**src/verilog/edge_settings.svh**
```systemverilog
/*
 * frame geometry and sample widths for the Sobel edge detector
 * image size, pixel and counter widths, kernel size
 */

`ifndef EDGE_SETTINGS_SVH
`define EDGE_SETTINGS_SVH

// pixels per row, also the depth of every line delay
`define IMG_WIDTH 16

// rows per frame
`define IMG_HEIGHT 12

// greyscale sample width
`define PIX_WIDTH 12

// column and row counter width
`define COORD_WIDTH 11

// window rows, one row stage each
`define WIN_ROWS 3

`endif

```
**src/verilog/videoPkg.sv**
```systemverilog
/*
 * video stream types
 * greyscale sample and frame coordinate
 */

`default_nettype none

`include "edge_settings.svh"

package videoPkg;

    ////////////////////////////////////////
    // stream types
    ////////////////////////////////////////

    // one greyscale sample, unsigned
    typedef logic [`PIX_WIDTH-1:0] pixelT;

    // column or row index
    // counts from 0 at the top left of the frame
    typedef logic [`COORD_WIDTH-1:0] coordT;

endpackage

`default_nettype wire

```
**src/verilog/kernelPkg.sv**
```systemverilog
/*
 * arithmetic types of the Sobel kernel
 * signed gradient sum and signed coefficient
 */

`default_nettype none

package kernelPkg;

    ////////////////////////////////////////
    // widths
    ////////////////////////////////////////

    // worst case is 4 * 4095, well inside 16 bits signed
    localparam int SUM_WIDTH = 16;

    // coefficients run from -2 to +2
    localparam int COEFF_WIDTH = 3;

    ////////////////////////////////////////
    // types
    ////////////////////////////////////////

    // running gradient sum over the nine taps
    typedef logic signed [SUM_WIDTH-1:0] sumT;

    // one Sobel weight
    typedef logic signed [COEFF_WIDTH-1:0] coeffT;

endpackage

`default_nettype wire

```
**src/verilog/pixelIntake.sv**
```systemverilog
/*
 * input register stage of the edge detector
 * pixel, strobe and window-complete flag
 */

`default_nettype none

`include "edge_settings.svh"

module pixelIntake (
    input  logic            iCLK,
    input  logic            iRST,
    input  videoPkg::pixelT iPixel,
    input  logic            iValid,
    input  videoPkg::coordT iX,
    input  videoPkg::coordT iY,
    output videoPkg::pixelT oPixel,
    output logic            oValid,
    output logic            oWindowFull
);

    import videoPkg::*;

    // kernel reaches this many columns left and rows up
    localparam coordT REACH = coordT'(`WIN_ROWS - 1);

    logic windowFull;

    // window needs two earlier columns and two earlier rows
    assign windowFull = (iX >= REACH) && (iY >= REACH);

    ////////////////////////////////////////
    // control
    ////////////////////////////////////////

    always_ff @(posedge iCLK or negedge iRST) begin
        if (!iRST) begin
            oValid      <= 1'b0;
            oWindowFull <= 1'b0;
        end else begin
            oValid      <= iValid;
            // flag travels with its pixel
            oWindowFull <= windowFull;
        end
    end

    // sample only on a strobe
    always_ff @(posedge iCLK) begin
        if (iValid) begin
            oPixel <= iPixel;
        end
    end

endmodule

`default_nettype wire

```
**src/verilog/rowWindow.sv**
```systemverilog
/*
 * one row of the 3x3 window
 * three-tap horizontal shift and a one-line circular delay
 */

`default_nettype none

`include "edge_settings.svh"

module rowWindow (
    input  logic            iCLK,
    input  logic            iRST,
    input  videoPkg::pixelT iPixel,
    input  logic            iValid,
    output videoPkg::pixelT oTapOld,
    output videoPkg::pixelT oTapMid,
    output videoPkg::pixelT oTapNew,
    output videoPkg::pixelT oNextRow
);

    import videoPkg::*;

    localparam int PTR_WIDTH = $clog2(`IMG_WIDTH);
    localparam logic [PTR_WIDTH-1:0] LAST = PTR_WIDTH'(`IMG_WIDTH - 1);

    // one row of samples
    pixelT lineMem [`IMG_WIDTH];

    // read and write share one slot
    logic [PTR_WIDTH-1:0] ptr;

    ////////////////////////////////////////
    // horizontal taps
    ////////////////////////////////////////

    // oldest is column x-2, newest column x
    always_ff @(posedge iCLK) begin
        if (iValid) begin
            oTapOld <= oTapMid;
            oTapMid <= oTapNew;
            oTapNew <= iPixel;
        end
    end

    ////////////////////////////////////////
    // line delay
    ////////////////////////////////////////

    // slot still holds the sample from one row back
    assign oNextRow = lineMem[ptr];

    always_ff @(posedge iCLK) begin
        if (iValid) begin
            lineMem[ptr] <= iPixel;
        end
    end

    // wraps after a full row of strobes
    always_ff @(posedge iCLK or negedge iRST) begin
        if (!iRST) begin
            ptr <= '0;
        end else if (iValid) begin
            ptr <= (ptr == LAST) ? '0 : ptr + 1'b1;
        end
    end

endmodule

`default_nettype wire

```
**src/verilog/sobelKernel.sv**
```systemverilog
/*
 * Sobel gradient over a 3x3 window
 * coefficient select, signed sum, magnitude, saturation
 * border mask and output register
 */

`default_nettype none

`include "edge_settings.svh"

module sobelKernel (
    input  logic            iCLK,
    input  logic            iRST,
    input  logic            iValid,
    input  logic            iWindowFull,
    input  logic            iVertical,
    input  videoPkg::pixelT iTop0,
    input  videoPkg::pixelT iTop1,
    input  videoPkg::pixelT iTop2,
    input  videoPkg::pixelT iMid0,
    input  videoPkg::pixelT iMid1,
    input  videoPkg::pixelT iMid2,
    input  videoPkg::pixelT iBot0,
    input  videoPkg::pixelT iBot1,
    input  videoPkg::pixelT iBot2,
    output videoPkg::pixelT oEdge,
    output logic            oValid
);

    import videoPkg::*;
    import kernelPkg::*;

    localparam int TAPS = 9;

    // largest sample value
    localparam sumT PIX_MAX = sumT'((1 << `PIX_WIDTH) - 1);

    pixelT tap   [TAPS];
    coeffT coeff [TAPS];
    sumT   sum;
    sumT   mag;
    pixelT satVal;
    pixelT edgeNext;

    // strobe and flag, aligned with the row taps
    logic validD;
    logic fullD;

    // raster order, top row first, oldest column first
    assign tap[0] = iTop0;
    assign tap[1] = iTop1;
    assign tap[2] = iTop2;
    assign tap[3] = iMid0;
    assign tap[4] = iMid1;
    assign tap[5] = iMid2;
    assign tap[6] = iBot0;
    assign tap[7] = iBot1;
    assign tap[8] = iBot2;

    ////////////////////////////////////////
    // coefficient select
    ////////////////////////////////////////

    always_comb begin
        if (iVertical) begin
            // vertical edge, weights left to right
            coeff[0] = -3'sd1;
            coeff[1] = 3'sd0;
            coeff[2] = 3'sd1;
            coeff[3] = -3'sd2;
            coeff[4] = 3'sd0;
            coeff[5] = 3'sd2;
            coeff[6] = -3'sd1;
            coeff[7] = 3'sd0;
            coeff[8] = 3'sd1;
        end else begin
            // horizontal edge, weights top to bottom
            coeff[0] = -3'sd1;
            coeff[1] = -3'sd2;
            coeff[2] = -3'sd1;
            coeff[3] = 3'sd0;
            coeff[4] = 3'sd0;
            coeff[5] = 3'sd0;
            coeff[6] = 3'sd1;
            coeff[7] = 3'sd2;
            coeff[8] = 3'sd1;
        end
    end

    ////////////////////////////////////////
    // sum, magnitude, saturate, mask
    ////////////////////////////////////////

    // samples widened with a zero sign bit
    always_comb begin
        sum = '0;
        for (int i = 0; i < TAPS; i++) begin
            sum = sum + sumT'(coeff[i]) * sumT'({1'b0, tap[i]});
        end
    end

    assign mag      = sum[$bits(sumT)-1] ? -sum : sum;
    assign satVal   = (mag > PIX_MAX) ? '1 : pixelT'(mag);
    // window reaching past the frame gives zero
    assign edgeNext = fullD ? satVal : '0;

    ////////////////////////////////////////
    // registers
    ////////////////////////////////////////

    always_ff @(posedge iCLK or negedge iRST) begin
        if (!iRST) begin
            validD <= 1'b0;
            fullD  <= 1'b0;
            oValid <= 1'b0;
            oEdge  <= '0;
        end else begin
            validD <= iValid;
            // flag held through a stall, like the taps
            if (iValid) begin
                fullD <= iWindowFull;
            end
            oValid <= validD;
            if (validD) begin
                oEdge <= edgeNext;
            end
        end
    end

endmodule

`default_nettype wire

```
**src/verilog/edgeDetector.sv**
```systemverilog
/*
 * top level of the Sobel edge detector
 * intake stage, chain of row stages, kernel
 */

`default_nettype none

`include "edge_settings.svh"

module edgeDetector (
    input  logic            iCLK,
    input  logic            iRST,
    input  videoPkg::pixelT iPixel,
    input  logic            iValid,
    input  videoPkg::coordT iX,
    input  videoPkg::coordT iY,
    input  logic            iVertical,
    output videoPkg::pixelT oEdge,
    output logic            oValid
);

    import videoPkg::*;

    // stage index of each window row
    localparam int TOP = `WIN_ROWS - 1;
    localparam int MID = TOP - 1;
    localparam int BOT = 0;

    // entry k feeds stage k, last entry is the unused line delay
    pixelT rowChain [`WIN_ROWS+1];

    pixelT tapOld [`WIN_ROWS];
    pixelT tapMid [`WIN_ROWS];
    pixelT tapNew [`WIN_ROWS];

    logic intakeValid;
    logic windowFull;

    ////////////////////////////////////////
    // intake
    ////////////////////////////////////////

    pixelIntake uIntake (
        .iCLK        (iCLK),
        .iRST        (iRST),
        .iPixel      (iPixel),
        .iValid      (iValid),
        .iX          (iX),
        .iY          (iY),
        .oPixel      (rowChain[0]),
        .oValid      (intakeValid),
        .oWindowFull (windowFull)
    );

    ////////////////////////////////////////
    // row stages
    ////////////////////////////////////////

    // stage 0 holds the current row, each next stage one row older
    for (genvar k = 0; k < `WIN_ROWS; k++) begin : gRow
        rowWindow uRow (
            .iCLK     (iCLK),
            .iRST     (iRST),
            .iPixel   (rowChain[k]),
            .iValid   (intakeValid),
            .oTapOld  (tapOld[k]),
            .oTapMid  (tapMid[k]),
            .oTapNew  (tapNew[k]),
            .oNextRow (rowChain[k+1])
        );
    end

    ////////////////////////////////////////
    // kernel
    ////////////////////////////////////////

    // oldest row on top
    sobelKernel uKernel (
        .iCLK        (iCLK),
        .iRST        (iRST),
        .iValid      (intakeValid),
        .iWindowFull (windowFull),
        .iVertical   (iVertical),
        .iTop0       (tapOld[TOP]),
        .iTop1       (tapMid[TOP]),
        .iTop2       (tapNew[TOP]),
        .iMid0       (tapOld[MID]),
        .iMid1       (tapMid[MID]),
        .iMid2       (tapNew[MID]),
        .iBot0       (tapOld[BOT]),
        .iBot1       (tapMid[BOT]),
        .iBot2       (tapNew[BOT]),
        .oEdge       (oEdge),
        .oValid      (oValid)
    );

endmodule

`default_nettype wire

```
**config.mk**
```make
export PLATFORM = sky130hd
export DESIGN_NAME = edgeDetector
export DESIGN_NICKNAME = d
export VERILOG_FILES = /design/src/verilog/videoPkg.sv /design/src/verilog/kernelPkg.sv /design/src/verilog/pixelIntake.sv /design/src/verilog/rowWindow.sv /design/src/verilog/sobelKernel.sv /design/src/verilog/edgeDetector.sv
export VERILOG_INCLUDE_DIRS = /design/src /design/src/verilog
export SDC_FILE = /design/constraint.sdc
export NUM_CORES = 1
export LEC_CHECK = 0
export BUFFER_PORTS_ARGS = -buffer_cell sky130_fd_sc_hd__buf_2
export CORE_UTILIZATION = 59
export DETAILED_ROUTE_END_ITERATION = 8
export GPL_TIMING_DRIVEN = 0
export PLACE_DENSITY = 0.76
export SLEW_MARGIN = 10
export SYNTH_ARGS = -nofsm -noshare
export SYNTH_HDL_FRONTEND = slang
export SYNTH_SLANG_ARGS = --single-unit
```
**constraint.sdc**
```tcl
create_clock -name iCLK -period 10.4 [get_ports iCLK]
set_input_delay 2.08 -clock iCLK [delete_from_list [all_inputs] [get_ports iCLK]]
set_output_delay 2.08 -clock iCLK [all_outputs]
set_load 0.01 [all_outputs]
```
* Yosys cells after proc, flatten, opt, wreduce, memory -nomap -nowiden *
Memory sizes are Yosys's and may differ from the RTL's. A register that Yosys moved wholly into a read port is not among the register bits.
Index checks and enable logic that the tools add are counted.

storage, ports and cells
  input bits = 38
  register bits after elaboration = 133
  memories = 2
  logic and storage cells = 53
  bits in writable memories = 384
  output and inout port bits = 13

memories
  memory                words  width  rd ports  clocked after memory_dff  wr ports  line             source
  gRow[0].uRow.lineMem  16     12     1         0                         1         rowWindow.sv:27  pixelT lineMem [`IMG_WIDTH];
  gRow[1].uRow.lineMem  16     12     1         1                         1         rowWindow.sv:27

cells by class
  $mul = 9
  eq/ne operators = 2
  reductions and logical operators = 1
  muxes and demuxes = 8
  order comparisons = 3
  $add $sub $neg = 11

operators with widths
  cell                     count
  $add A16 B16 Y16         8
  $mul A3 B13 Y16          8
  $mux W12                 2
  $mux W24                 1
  $ge A11 B2 Y1 const B    2
  $gt A16 B13 Y1 const B   1
  $mux W16                 1
  $neg A16 Y16             1
  $mul A1 B13 Y14 const A  1
  $add A4 B1 Y4 const B    2
  $eq A4 B4 Y1 const B     2
  $mux W4                  2
  $mux W1                  2
  $logic_and A1 B1 Y1      1

* Longest topological paths before layout *
Gate-level depths: netlist of run 1.

  depth in word-level cells = 15
  mapped depth = 27
  depth with buffers taken out = 24

* Cells and area by module *
Synthesis of run 1 repeated with hierarchy kept, for this count alone.

second synthesis, totals
  cells, all modules = 1936
  area, all modules = 33692.3 um^2

by module, submodules not included
  module       sequential area each (um^2)  times used  cells each  area each (um^2)
  rowWindow    6946.7                       3           385         8694.6
  sobelKernel  375.4                        1           760         7154.4
  pixelIntake  410.4                        1           21          454.2

* Least setup slack after synthesis of run 1 *
No wires, ideal clock.

  path type = input-to-reg
  start point = input iVertical
  end point = register uKernel.oEdge[10]
  required time = 10258 ps
  slack = 1634 ps
  data arrival time = 8624 ps
  setup time = 142 ps
  stages on the path = 26
  buffers on the path = 3
  cell sequence = clkbuf_1 clkbuf_1 nor2_1 fa_1 inv_1 fa_1 inv_1 fa_1 inv_1 fa_1 inv_1 fa_1 inv_1 fa_1 fa_1 inv_1 ha_1 a211oi_1 o21ai_0 o31ai_1 xnor2_1 nor3_2 nor4bb_1 o2111a_1 buf_2 o221ai_2

on the way
  longest elaborated chain between the ends = 15
  elaborated cells between the ends (all ways) = 20
  classes of those cells = add/sub: 9; mul: 6; order compare: 1; mux: 4

RTL lines
  element                            line                source
  start: declaration                 edgeDetector.sv:17  input logic iVertical,
  $mux W24 (*)                       sobelKernel.sv:65   if (iVertical) begin
  $mul A3 B13 Y16                    sobelKernel.sv:98   sum = sum + sumT'(coeff[i]) * sumT'({1'b0, tap[i]});
  $add A16 B16 Y16 (6 in a row)      sobelKernel.sv:98
  $add A16 B16 Y16 (*) (2 in a row)  sobelKernel.sv:98
  $neg A16 Y16                       sobelKernel.sv:102  assign mag = sum[$bits(sumT)-1] ? -sum : sum;
  $mux W16 (*)                       sobelKernel.sv:102
  $gt A16 B13 Y1                     sobelKernel.sv:103  assign satVal = (mag > PIX_MAX) ? '1 : pixelT'(mag);
  $mux W12 (*)                       sobelKernel.sv:103
  $mux W12 (*)                       sobelKernel.sv:105  assign edgeNext = fullD ? satVal : '0;
  end signal: assignment             sobelKernel.sv:125  oEdge <= edgeNext;
  end: declaration                   sobelKernel.sv:26   output videoPkg::pixelT oEdge,

Every way passes the cells marked *; elsewhere a longest branch is shown, timed or not.
A chain may end at the register's enable or synchronous reset.

* Final worst setup path of run 1 *
  start point = input iVertical
  end point = register uKernel.oEdge[3]

The elaborated chain is that of the path after synthesis.

==> results of run 1 <==
[through the flow]
step,util [%],instances
global route,66.6,2264
CTS,66.6,2264
floorplan,-,1532
global placement,62.3,2165
detailed placement,62.4,2166
finish,66.6,2264
[cell type report]
class                   instances  share of cell area (%)
clock buffers                  60                    4.68
well taps                     585                    2.53
multi-input cells             731                    32.1
plain buffers                  52                   0.719
clock inverters                38                    1.59
inverters                     220                    2.86
flip-flops and latches        529                    54.6
repair buffers                 49                   0.927
[kinds of logic after synthesis]
kind of cell    Yosys count  share of synthesized area, %
mux                     124                          10.5
flops                   529                          60.5
fa+ha+maj               254                          16.2
compound gates           68                          2.10
xor+xnor                 37                          1.32
buf+inv                 272                          3.97
simple gates            248                          5.40
[worst max-delay path, stage by stage]
cell and delay [ns]:
sky130_fd_sc_hd__buf_2 0.31, sky130_fd_sc_hd__clkbuf_1 0.34, sky130_fd_sc_hd__clkbuf_1 0.48, sky130_fd_sc_hd__nor2_1 0.14
sky130_fd_sc_hd__fa_1 0.50, sky130_fd_sc_hd__inv_1 0.05, sky130_fd_sc_hd__fa_1 0.54, sky130_fd_sc_hd__inv_1 0.05
sky130_fd_sc_hd__fa_1 0.47, sky130_fd_sc_hd__inv_1 0.05, sky130_fd_sc_hd__fa_1 0.49, sky130_fd_sc_hd__inv_1 0.05
sky130_fd_sc_hd__fa_1 0.48, sky130_fd_sc_hd__inv_1 0.05, sky130_fd_sc_hd__fa_1 0.45, sky130_fd_sc_hd__fa_1 0.55
sky130_fd_sc_hd__inv_1 0.06, sky130_fd_sc_hd__ha_1 0.29, sky130_fd_sc_hd__a211oi_1 0.28, sky130_fd_sc_hd__o21ai_0 0.27
sky130_fd_sc_hd__o31ai_1 0.55, sky130_fd_sc_hd__xnor2_1 0.17, sky130_fd_sc_hd__nor3_2 0.24, sky130_fd_sc_hd__nor4bb_1 0.39
sky130_fd_sc_hd__o2111a_1 0.30, sky130_fd_sc_hd__buf_2 0.32, sky130_fd_sc_hd__o221ai_2 0.15
[path summary, 6_finish.rpt]
check,cells past startpoint,slack [ns],end
setup / recovery,27,0.73,uKernel.oEdge[3]
hold / removal,0,0.37,uKernel.oValid
setup reg to reg,24,2.79,uKernel.oEdge[3]
hold reg to reg,0,0.37,uKernel.oValid
max in group asynchronous,1,8.28,uIntake.oValid
min in group asynchronous,1,1.55,uKernel.oEdge[6]
[sequential cells by signal, indices dropped and copies added (netlist names)]
| signal | flops |
|---|---|
| uKernel.fullD | 1 |
| gRow.uRow.oTapOld | 36 |
| gRow.uRow.oTapNew | 36 |
| uKernel.oEdge | 12 |
| gRow.uRow.oTapMid | 36 |
| gRow.uRow.ptr | 8 |
| uIntake.oPixel | 12 |
| gRow.uRow.lineMem | 384 |
| uIntake.oValid | 1 |
| uIntake.oWindowFull | 1 |
| uKernel.oValid | 1 |
| uKernel.validD | 1 |
[layout by cell type (no fill, tap or decap), types with 4 or more instances in the layout]
cell,n
sky130_fd_sc_hd__edfxtp_1,504
sky130_fd_sc_hd__inv_1,220
sky130_fd_sc_hd__fa_1,140
sky130_fd_sc_hd__mux4_2,120
sky130_fd_sc_hd__ha_1,114
sky130_fd_sc_hd__and2_1,68
sky130_fd_sc_hd__nor2b_1,55
sky130_fd_sc_hd__clkbuf_16,53
sky130_fd_sc_hd__buf_2,49
sky130_fd_sc_hd__nor2_1,48
sky130_fd_sc_hd__clkbuf_1,42
sky130_fd_sc_hd__xnor2_1,24
sky130_fd_sc_hd__dfrtp_1,24
sky130_fd_sc_hd__nand2_1,18
sky130_fd_sc_hd__buf_1,14
sky130_fd_sc_hd__o21ai_0,13
sky130_fd_sc_hd__clkinv_1,13
sky130_fd_sc_hd__xor2_1,12
sky130_fd_sc_hd__nor3_1,11
sky130_fd_sc_hd__nand2b_1,10
sky130_fd_sc_hd__a21oi_1,10
sky130_fd_sc_hd__o221ai_2,9
sky130_fd_sc_hd__bufinv_16,9
sky130_fd_sc_hd__o21a_1,7
sky130_fd_sc_hd__clkinv_2,7
sky130_fd_sc_hd__or2_2,5
sky130_fd_sc_hd__nor4_1,5
sky130_fd_sc_hd__or4_1,5
sky130_fd_sc_hd__a31oi_1,5
sky130_fd_sc_hd__and3_1,4
sky130_fd_sc_hd__nand3_1,4
sky130_fd_sc_hd__clkinvlp_4,4
[routing by layer]
| metal | track usage [%] | vias up |
|---|---|---|
| li1 | - | 5782 |
| met1 | 34.7 | 6928 |
| met2 | 41.6 | 498 |
| met3 | 4.08 | 111 |
| met4 | 8.12 | 0 |
| met5 | 0 | - |
==> results.md, run 1 <==
| Quantity | This run |
|---|---|
| Result of the run | complete, no violations |
| Initial antenna violation count | 0 |
| Post-layout instance area | 0.0289 mm2 |
| Worst hold path type | reg -> reg |
| Worst path setup slack after routing | 0.734 ns |
| # H-tree levels | 2 |
| Wire length on met3 | 3180 um |
| Core area | 0.0434 mm2 |
| Register cell area after layout | 0.0158 mm2 |
| Pre-CTS setup slack | 0.221 ns |
| Wire length of the first global-routing pass | 82600 um |
| Max Clock Skew | 0.0256 ns |
| Type of origin of the critical path | input pin |
| Post-cts sizing count | 0 |
| # port buffers | 48 |
| Count of flip-flops with a built-in enable after synthesis | 504 |
| Starting utilization of the core area | 60.1% |
| Number of pins exceeding their max-slew limit in the final report | 0 |
| Crit path from | iVertical |
| Buffers inserted by post-CTS timing repair | 0 |
| Vias in the first global route | 13851 |
| Synth Instances | 1532 |
| Area share of the largest cell type after synthesis | 58.1% |
| Placer congestion estimate | 0.847 |
| Total vias in the final route | 13319 |
| Leading cell types by total area after synthesis | sky130_fd_sc_hd__edfxtp_1 58%, sky130_fd_sc_hd__fa_1 11%, sky130_fd_sc_hd__mux4_2 10%, sky130_fd_sc_hd__ha_1 5.5%, sky130_fd_sc_hd__inv_1 3.2% |
| Post-cts hold buffer count | 0 |
| Critical Path End Type | flip-flop |
| Critical path peak fanout | 10 |
| Worst Max-Slew Pin Slew | 1.08 ns |
| CTS max path bufs | 3 |
| Register bit total from synthesis | 529 |
| Die ar. | 0.0450 mm2 |
| Remaining global-route overflow | 0 |
| I/O Pins | 51 |
| Maximum number of pins on one net before global-route repair | 66 |
| FILL cells | 2922 |
| Vias/cell | 5.88 |
| Clk sinks | 529 |
| Start-to-end type of the worst setup path | in -> reg |
| Number of core rows | 76 |
| Final wirelength | 53700 um |
| Cell area after synthesis | 0.0261 mm2 |
| Cell taking the most area after synthesis | sky130_fd_sc_hd__edfxtp_1 |
| FMAX | 103 MHz |
| Sequential fraction of the synthesis area | 60.5% |
| Cell with the most instances after synthesis | sky130_fd_sc_hd__edfxtp_1 |
| Met2 wirelength from detailed routing | 26800 um |
| Data required time of the worst path | 10.85 ns |
| Post-Syn Area per Cell | 17.0 um2 |
| Commonest cells post-synth | 504 x sky130_fd_sc_hd__edfxtp_1, 220 x sky130_fd_sc_hd__inv_1, 140 x sky130_fd_sc_hd__fa_1 |
| Number of distinct library cell variants in the gate-level netlist after synthesis | 56 |
| Post-layout minimum cycle time | 9.67 ns |
| Clock root buffer | sky130_fd_sc_hd__clkbuf_16 |
| Start of the worst register-to-register path | gRow[2].uRow.oTapNew[2] |
| Clock tree from TritonCTS | yes |
| Met1 Routed Length | 22200 um |
| Wire per inst | 23.7 um |
| Worst max-slew margin expressed relative to the limit | 27.8% |
| Top routing layer used | met4 |
| Share of the clock period used by the worst path | 92.9% |
| Arrival time at the worst endpoint | 10.11 ns |
| Number of routed nets with antenna violations | 0 |
| Total CTS buffers | 53 |
| Worst-case hold slack | 0.371 ns |
| Max-cap violation count | 0 |
| Post-Synthesis Net Count | 1824 |
| Die height | 212 um |
| CTS clk-pin slew, worst paths | 0.05 ns |
| Unrepaired setup endpoints after global routing | false |
| Fraction of final layout cells with drive strength greater than 1 | 16.4% |
| Net count of the finished layout | 1928 |
| Setup TNS | 0 ns |
| Synthesis-to-finish area growth | 10.8% |
| Final-report setup violation count | 0 |
| Most used flip-flop cell after synthesis | sky130_fd_sc_hd__edfxtp_1 |
| Area after detailed placement | 0.0271 mm2 |
| Final hold violation count | 0 |
| Sum of net half-perimeters after detailed placement | 36000 um |
| Start point of the worst hold path | uKernel.validD |
| Die span in x | 212 um |
| Proportion of register bits with asynchronous set or reset after synthesis | 4.73% |
| Tot GR Track Use | 25.2% |
| Drt pass-1 iters | 5 |
| Residual DRC count | 0 |
| Starting DRT DRC Count | 1059 |
| Synth warnings | 0 |
| Number of inserted diodes | 0 |
| Skew-Pair Late Insertion Delay | 0.61 ns |
| Area used by multi-input combinational logic | 0.00927 mm2 |
Power of run 1 is left out: the tool's default activity adds up to more than one toggle a clock period on the data nets, which glitch-free logic cannot reach.
==> run 2: changes to the inputs <==
--- a/config.mk
+++ b/config.mk
@@ -7,11 +7,11 @@
 export NUM_CORES = 1
 export LEC_CHECK = 0
 export BUFFER_PORTS_ARGS = -buffer_cell sky130_fd_sc_hd__buf_2
-export CORE_UTILIZATION = 59
+export CORE_UTILIZATION = 46
 export DETAILED_ROUTE_END_ITERATION = 8
 export GPL_TIMING_DRIVEN = 0
-export PLACE_DENSITY = 0.76
 export SLEW_MARGIN = 10
 export SYNTH_ARGS = -nofsm -noshare
 export SYNTH_HDL_FRONTEND = slang
+export SYNTH_HIERARCHICAL = 1
 export SYNTH_SLANG_ARGS = --single-unit
==> results.md, run 2 <==
| Quantity | This run | vs previous |
|---|---|---|
| R2R cell count | 24 | unchanged |
| Initial antenna violation count | 0 | unchanged |
| Final-report setup violation count | 0 | unchanged |
| Number of inserted diodes | 0 | unchanged |
| Worst Max-Slew Pin Slew | 1.26 ns | +0.180 ns |
| Result of the run | complete, no violations |  |
| FILL cells | 4531 | +55% |
| Setup TNS | 0 ns | unchanged |
| Critical Path End Type | flip-flop |  |
| Net count of the finished layout | 1996 | +3.5% |
| Cell depth of the worst setup path | 27 | unchanged |
| Unrepaired setup endpoints after global routing | false |  |
| Total vias in the final route | 13308 | -0.083% |
| Drt pass-1 iters | 5 | unchanged |
| Share of the clock period used by the worst path | 90.0% | -3.0 points |
| Starting utilization of the core area | 47.0% | -13 points |
| Residual DRC count | 0 | unchanged |
| Skew-Pair Late Insertion Delay | 0.65 ns | +0.04 ns |
| Die ar. | 0.0576 mm2 | +28% |
| Worst hold path type | reg -> reg |  |
| Final wirelength | 55000 um | +2.5% |
| FMAX | 107 MHz | +3.3% |
| Buffers inserted by post-CTS timing repair | 0 | unchanged |
| Synthesis-to-finish area growth | 12.9% |  |
| Number of routed nets with antenna violations | 0 | unchanged |
| Clk sinks | 529 | unchanged |
| Crit path from | iVertical |  |
| Post-layout minimum cycle time | 9.36 ns | -0.307 ns |
| Die height | 240 um | +13% |
| Post-cts sizing count | 0 | unchanged |
| R2R Setup Slk | 3.31 ns | +0.52 ns |
| Cell type group with the largest total delay on the critical path | adder cells |  |
| Flip-flop count of the largest register after layout | 384 | unchanged |
| Arrival time at the worst endpoint | 9.90 ns | -0.21 ns |
| Total CTS buffers | 57 | +7.5% |
| Register with the most flip-flops | gRow.uRow/lineMem |  |
| Number of pins exceeding their max-slew limit in the final report | 0 | unchanged |
| Synth warnings | 6 | +6 |
| Wire per inst | 22.1 um | -7.0% |
| Wire length of the first global-routing pass | 84200 um | +2.0% |
| # H-tree levels | 2 | unchanged |
| Max-cap violation count | 0 | unchanged |
| CTS clk-pin slew, worst paths | 0.07 ns | +0.02 ns |
| Post-Syn Area per Cell | 16.4 um2 | -3.4% |
| Die span in x | 240 um | +13% |
| End point of the critical path | uKernel/oEdge[7] |  |
| Critical path peak fanout | 10 | unchanged |
| Post-Synthesis Net Count | 1883 | +3.2% |
| Worst path bufs/invs | 10 | unchanged |
| Type of origin of the critical path | input pin |  |
| # port buffers | 48 | unchanged |
| Vias/cell | 5.34 | -9.3% |
| Max Clock Skew | 0.0570 ns | +0.0315 ns |
| CTS max path bufs | 3 | unchanged |
| CP dominant cell by count | sky130_fd_sc_hd__fa_1 |  |
| Maximum number of pins on one net before global-route repair | 64 | -3.0% |
| Leading cell type in the layout, fill and taps excluded | sky130_fd_sc_hd__edfxtp_1 |  |
| Maximum cell stage delay along the critical path | 0.58 ns | +0.03 ns |
| Final hold violation count | 0 | unchanged |
| Synth Instances | 1587 | +3.6% |
| Data required time of the worst path | 10.94 ns | +0.09 ns |
| Remaining global-route overflow | 0 | unchanged |
| Clock tree from TritonCTS | yes |  |
| Worst max-slew margin expressed relative to the limit | 15.5% | -12 points |
| Sum of net half-perimeters after detailed placement | 37800 um | +4.9% |
| I/O Pins | 51 | unchanged |
| Start-to-end type of the worst setup path | in -> reg |  |
| Start of the worst register-to-register path | gRow[2].uRow/oTapNew[2] |  |
| Slowest-stage cell, CP | sky130_fd_sc_hd__clkbuf_1 |  |
| Post-cts hold buffer count | 0 | unchanged |
| Number of core rows | 86 | +13% |
| Fraction of final layout cells with drive strength greater than 1 | 15.1% | -1.3 points |
| Vias in the first global route | 14198 | +2.5% |
| Starting DRT DRC Count | 1024 | -3.3% |
| Placer congestion estimate | 0.844 | -0.44% |
| Clock root buffer | sky130_fd_sc_hd__clkbuf_16 |  |
| Cell area after synthesis | 0.0261 mm2 | about the same |
| Core area | 0.0555 mm2 | +28% |
| Worst r2r dst | uKernel/oEdge[7] |  |
| Tot GR Track Use | 20.0% | -5.2 points |
| Commonest non-fill, non-tap cells in the layout | 504 x sky130_fd_sc_hd__edfxtp_1, 221 x sky130_fd_sc_hd__inv_1, 144 x sky130_fd_sc_hd__fa_1 |  |
==> run 2: cell count changes in the layout (fill, tap and decap cells not counted), moves of 14 or more <==
cell / delta
sky130_fd_sc_hd__a22oi_1: +48
sky130_fd_sc_hd__and2_1: -31
sky130_fd_sc_hd__mux4_1: +32
sky130_fd_sc_hd__mux4_2: -56
sky130_fd_sc_hd__nand2_1: +39
sky130_fd_sc_hd__nor2_1: +23
sky130_fd_sc_hd__nor2_2: +14
==> run 2: layout make-up <==
cell class | instances | area [um2] | area share [%]
Buffer | 56 | 310 | 1.05
Clock buffer | 69 | 1510 | 5.13
Clock inverter | 36 | 533 | 1.81
Inverter | 222 | 833 | 2.83
Multi-Input combinational cell | 780 | 9230 | 31.3
Timing Repair Buffer | 54 | 333 | 1.13
Tap cell | 748 | 936 | 3.18
Sequential cell | 529 | 15800 | 53.5
==> run 2: per-layer routing <==
layer / wire length, um / share of wire (%) / global-route usage [%] / up-vias
met5: 0 / 0 / 0 / -
met4: 1480 / 2.7 / 6.47 / 0
met3: 2550 / 4.6 / 2.79 / 88
met2: 27500 / 50 / 33.7 / 319
met1: 23500 / 43 / 26.8 / 6916
li1: - / - / - / 5985
==> run 2: how the worst min path moves through the flow <==
stage                                         from                        to  slack (ns)  cells past startpoint
after detailed placement   gRow[1].uRow/oTapMid[0]   gRow[1].uRow/oTapOld[0]        0.41                      0
after global routing       gRow[1].uRow/oTapMid[0]   gRow[1].uRow/oTapOld[0]        0.42                      0
final                      gRow[1].uRow/oTapMid[8]   gRow[1].uRow/oTapOld[8]        0.40                      0
after global placement    gRow[1].uRow/oTapMid[11]  gRow[1].uRow/oTapOld[11]        0.40                      0
after CTS                  gRow[1].uRow/oTapMid[8]   gRow[1].uRow/oTapOld[8]        0.40                      0
after floorplan            gRow[1].uRow/oTapMid[0]   gRow[1].uRow/oTapOld[0]        0.40                      0
==> run 2: worst reg2reg max path: cells and delay by family, from the launching register on <==
kind	cells	cell delay [ns]
AOI/OAI and AO/OA	5	1.22
xor gates and xnor gates	1	0.19
adders and majority gates	8	3.87
buffers and inverters	7	0.51
DFF	1	0.48
muxes	1	0.34
and+or+nand+nor	2	0.44
==> run 2: metrics by stage <==
step / hold slack, ns / area [um2] / instances / utilization, % / setup slack (ns)
final: 0.404 / 29500 / 2494 / 53.0 / 1.04
after global routing: 0.422 / 29500 / 2494 / 53.0 / 0.589
after CTS: 0.404 / 29400 / 2494 / 53.0 / 0.970
after detailed placement: 0.406 / 27400 / 2389 / 49.3 / 0.322
after global placement: 0.402 / 27300 / 2383 / 49.1 / 0.407
after floorplan: 0.400 / 26100 / 1587 / - / 1.62
Power of run 2 is left out for the same reason.
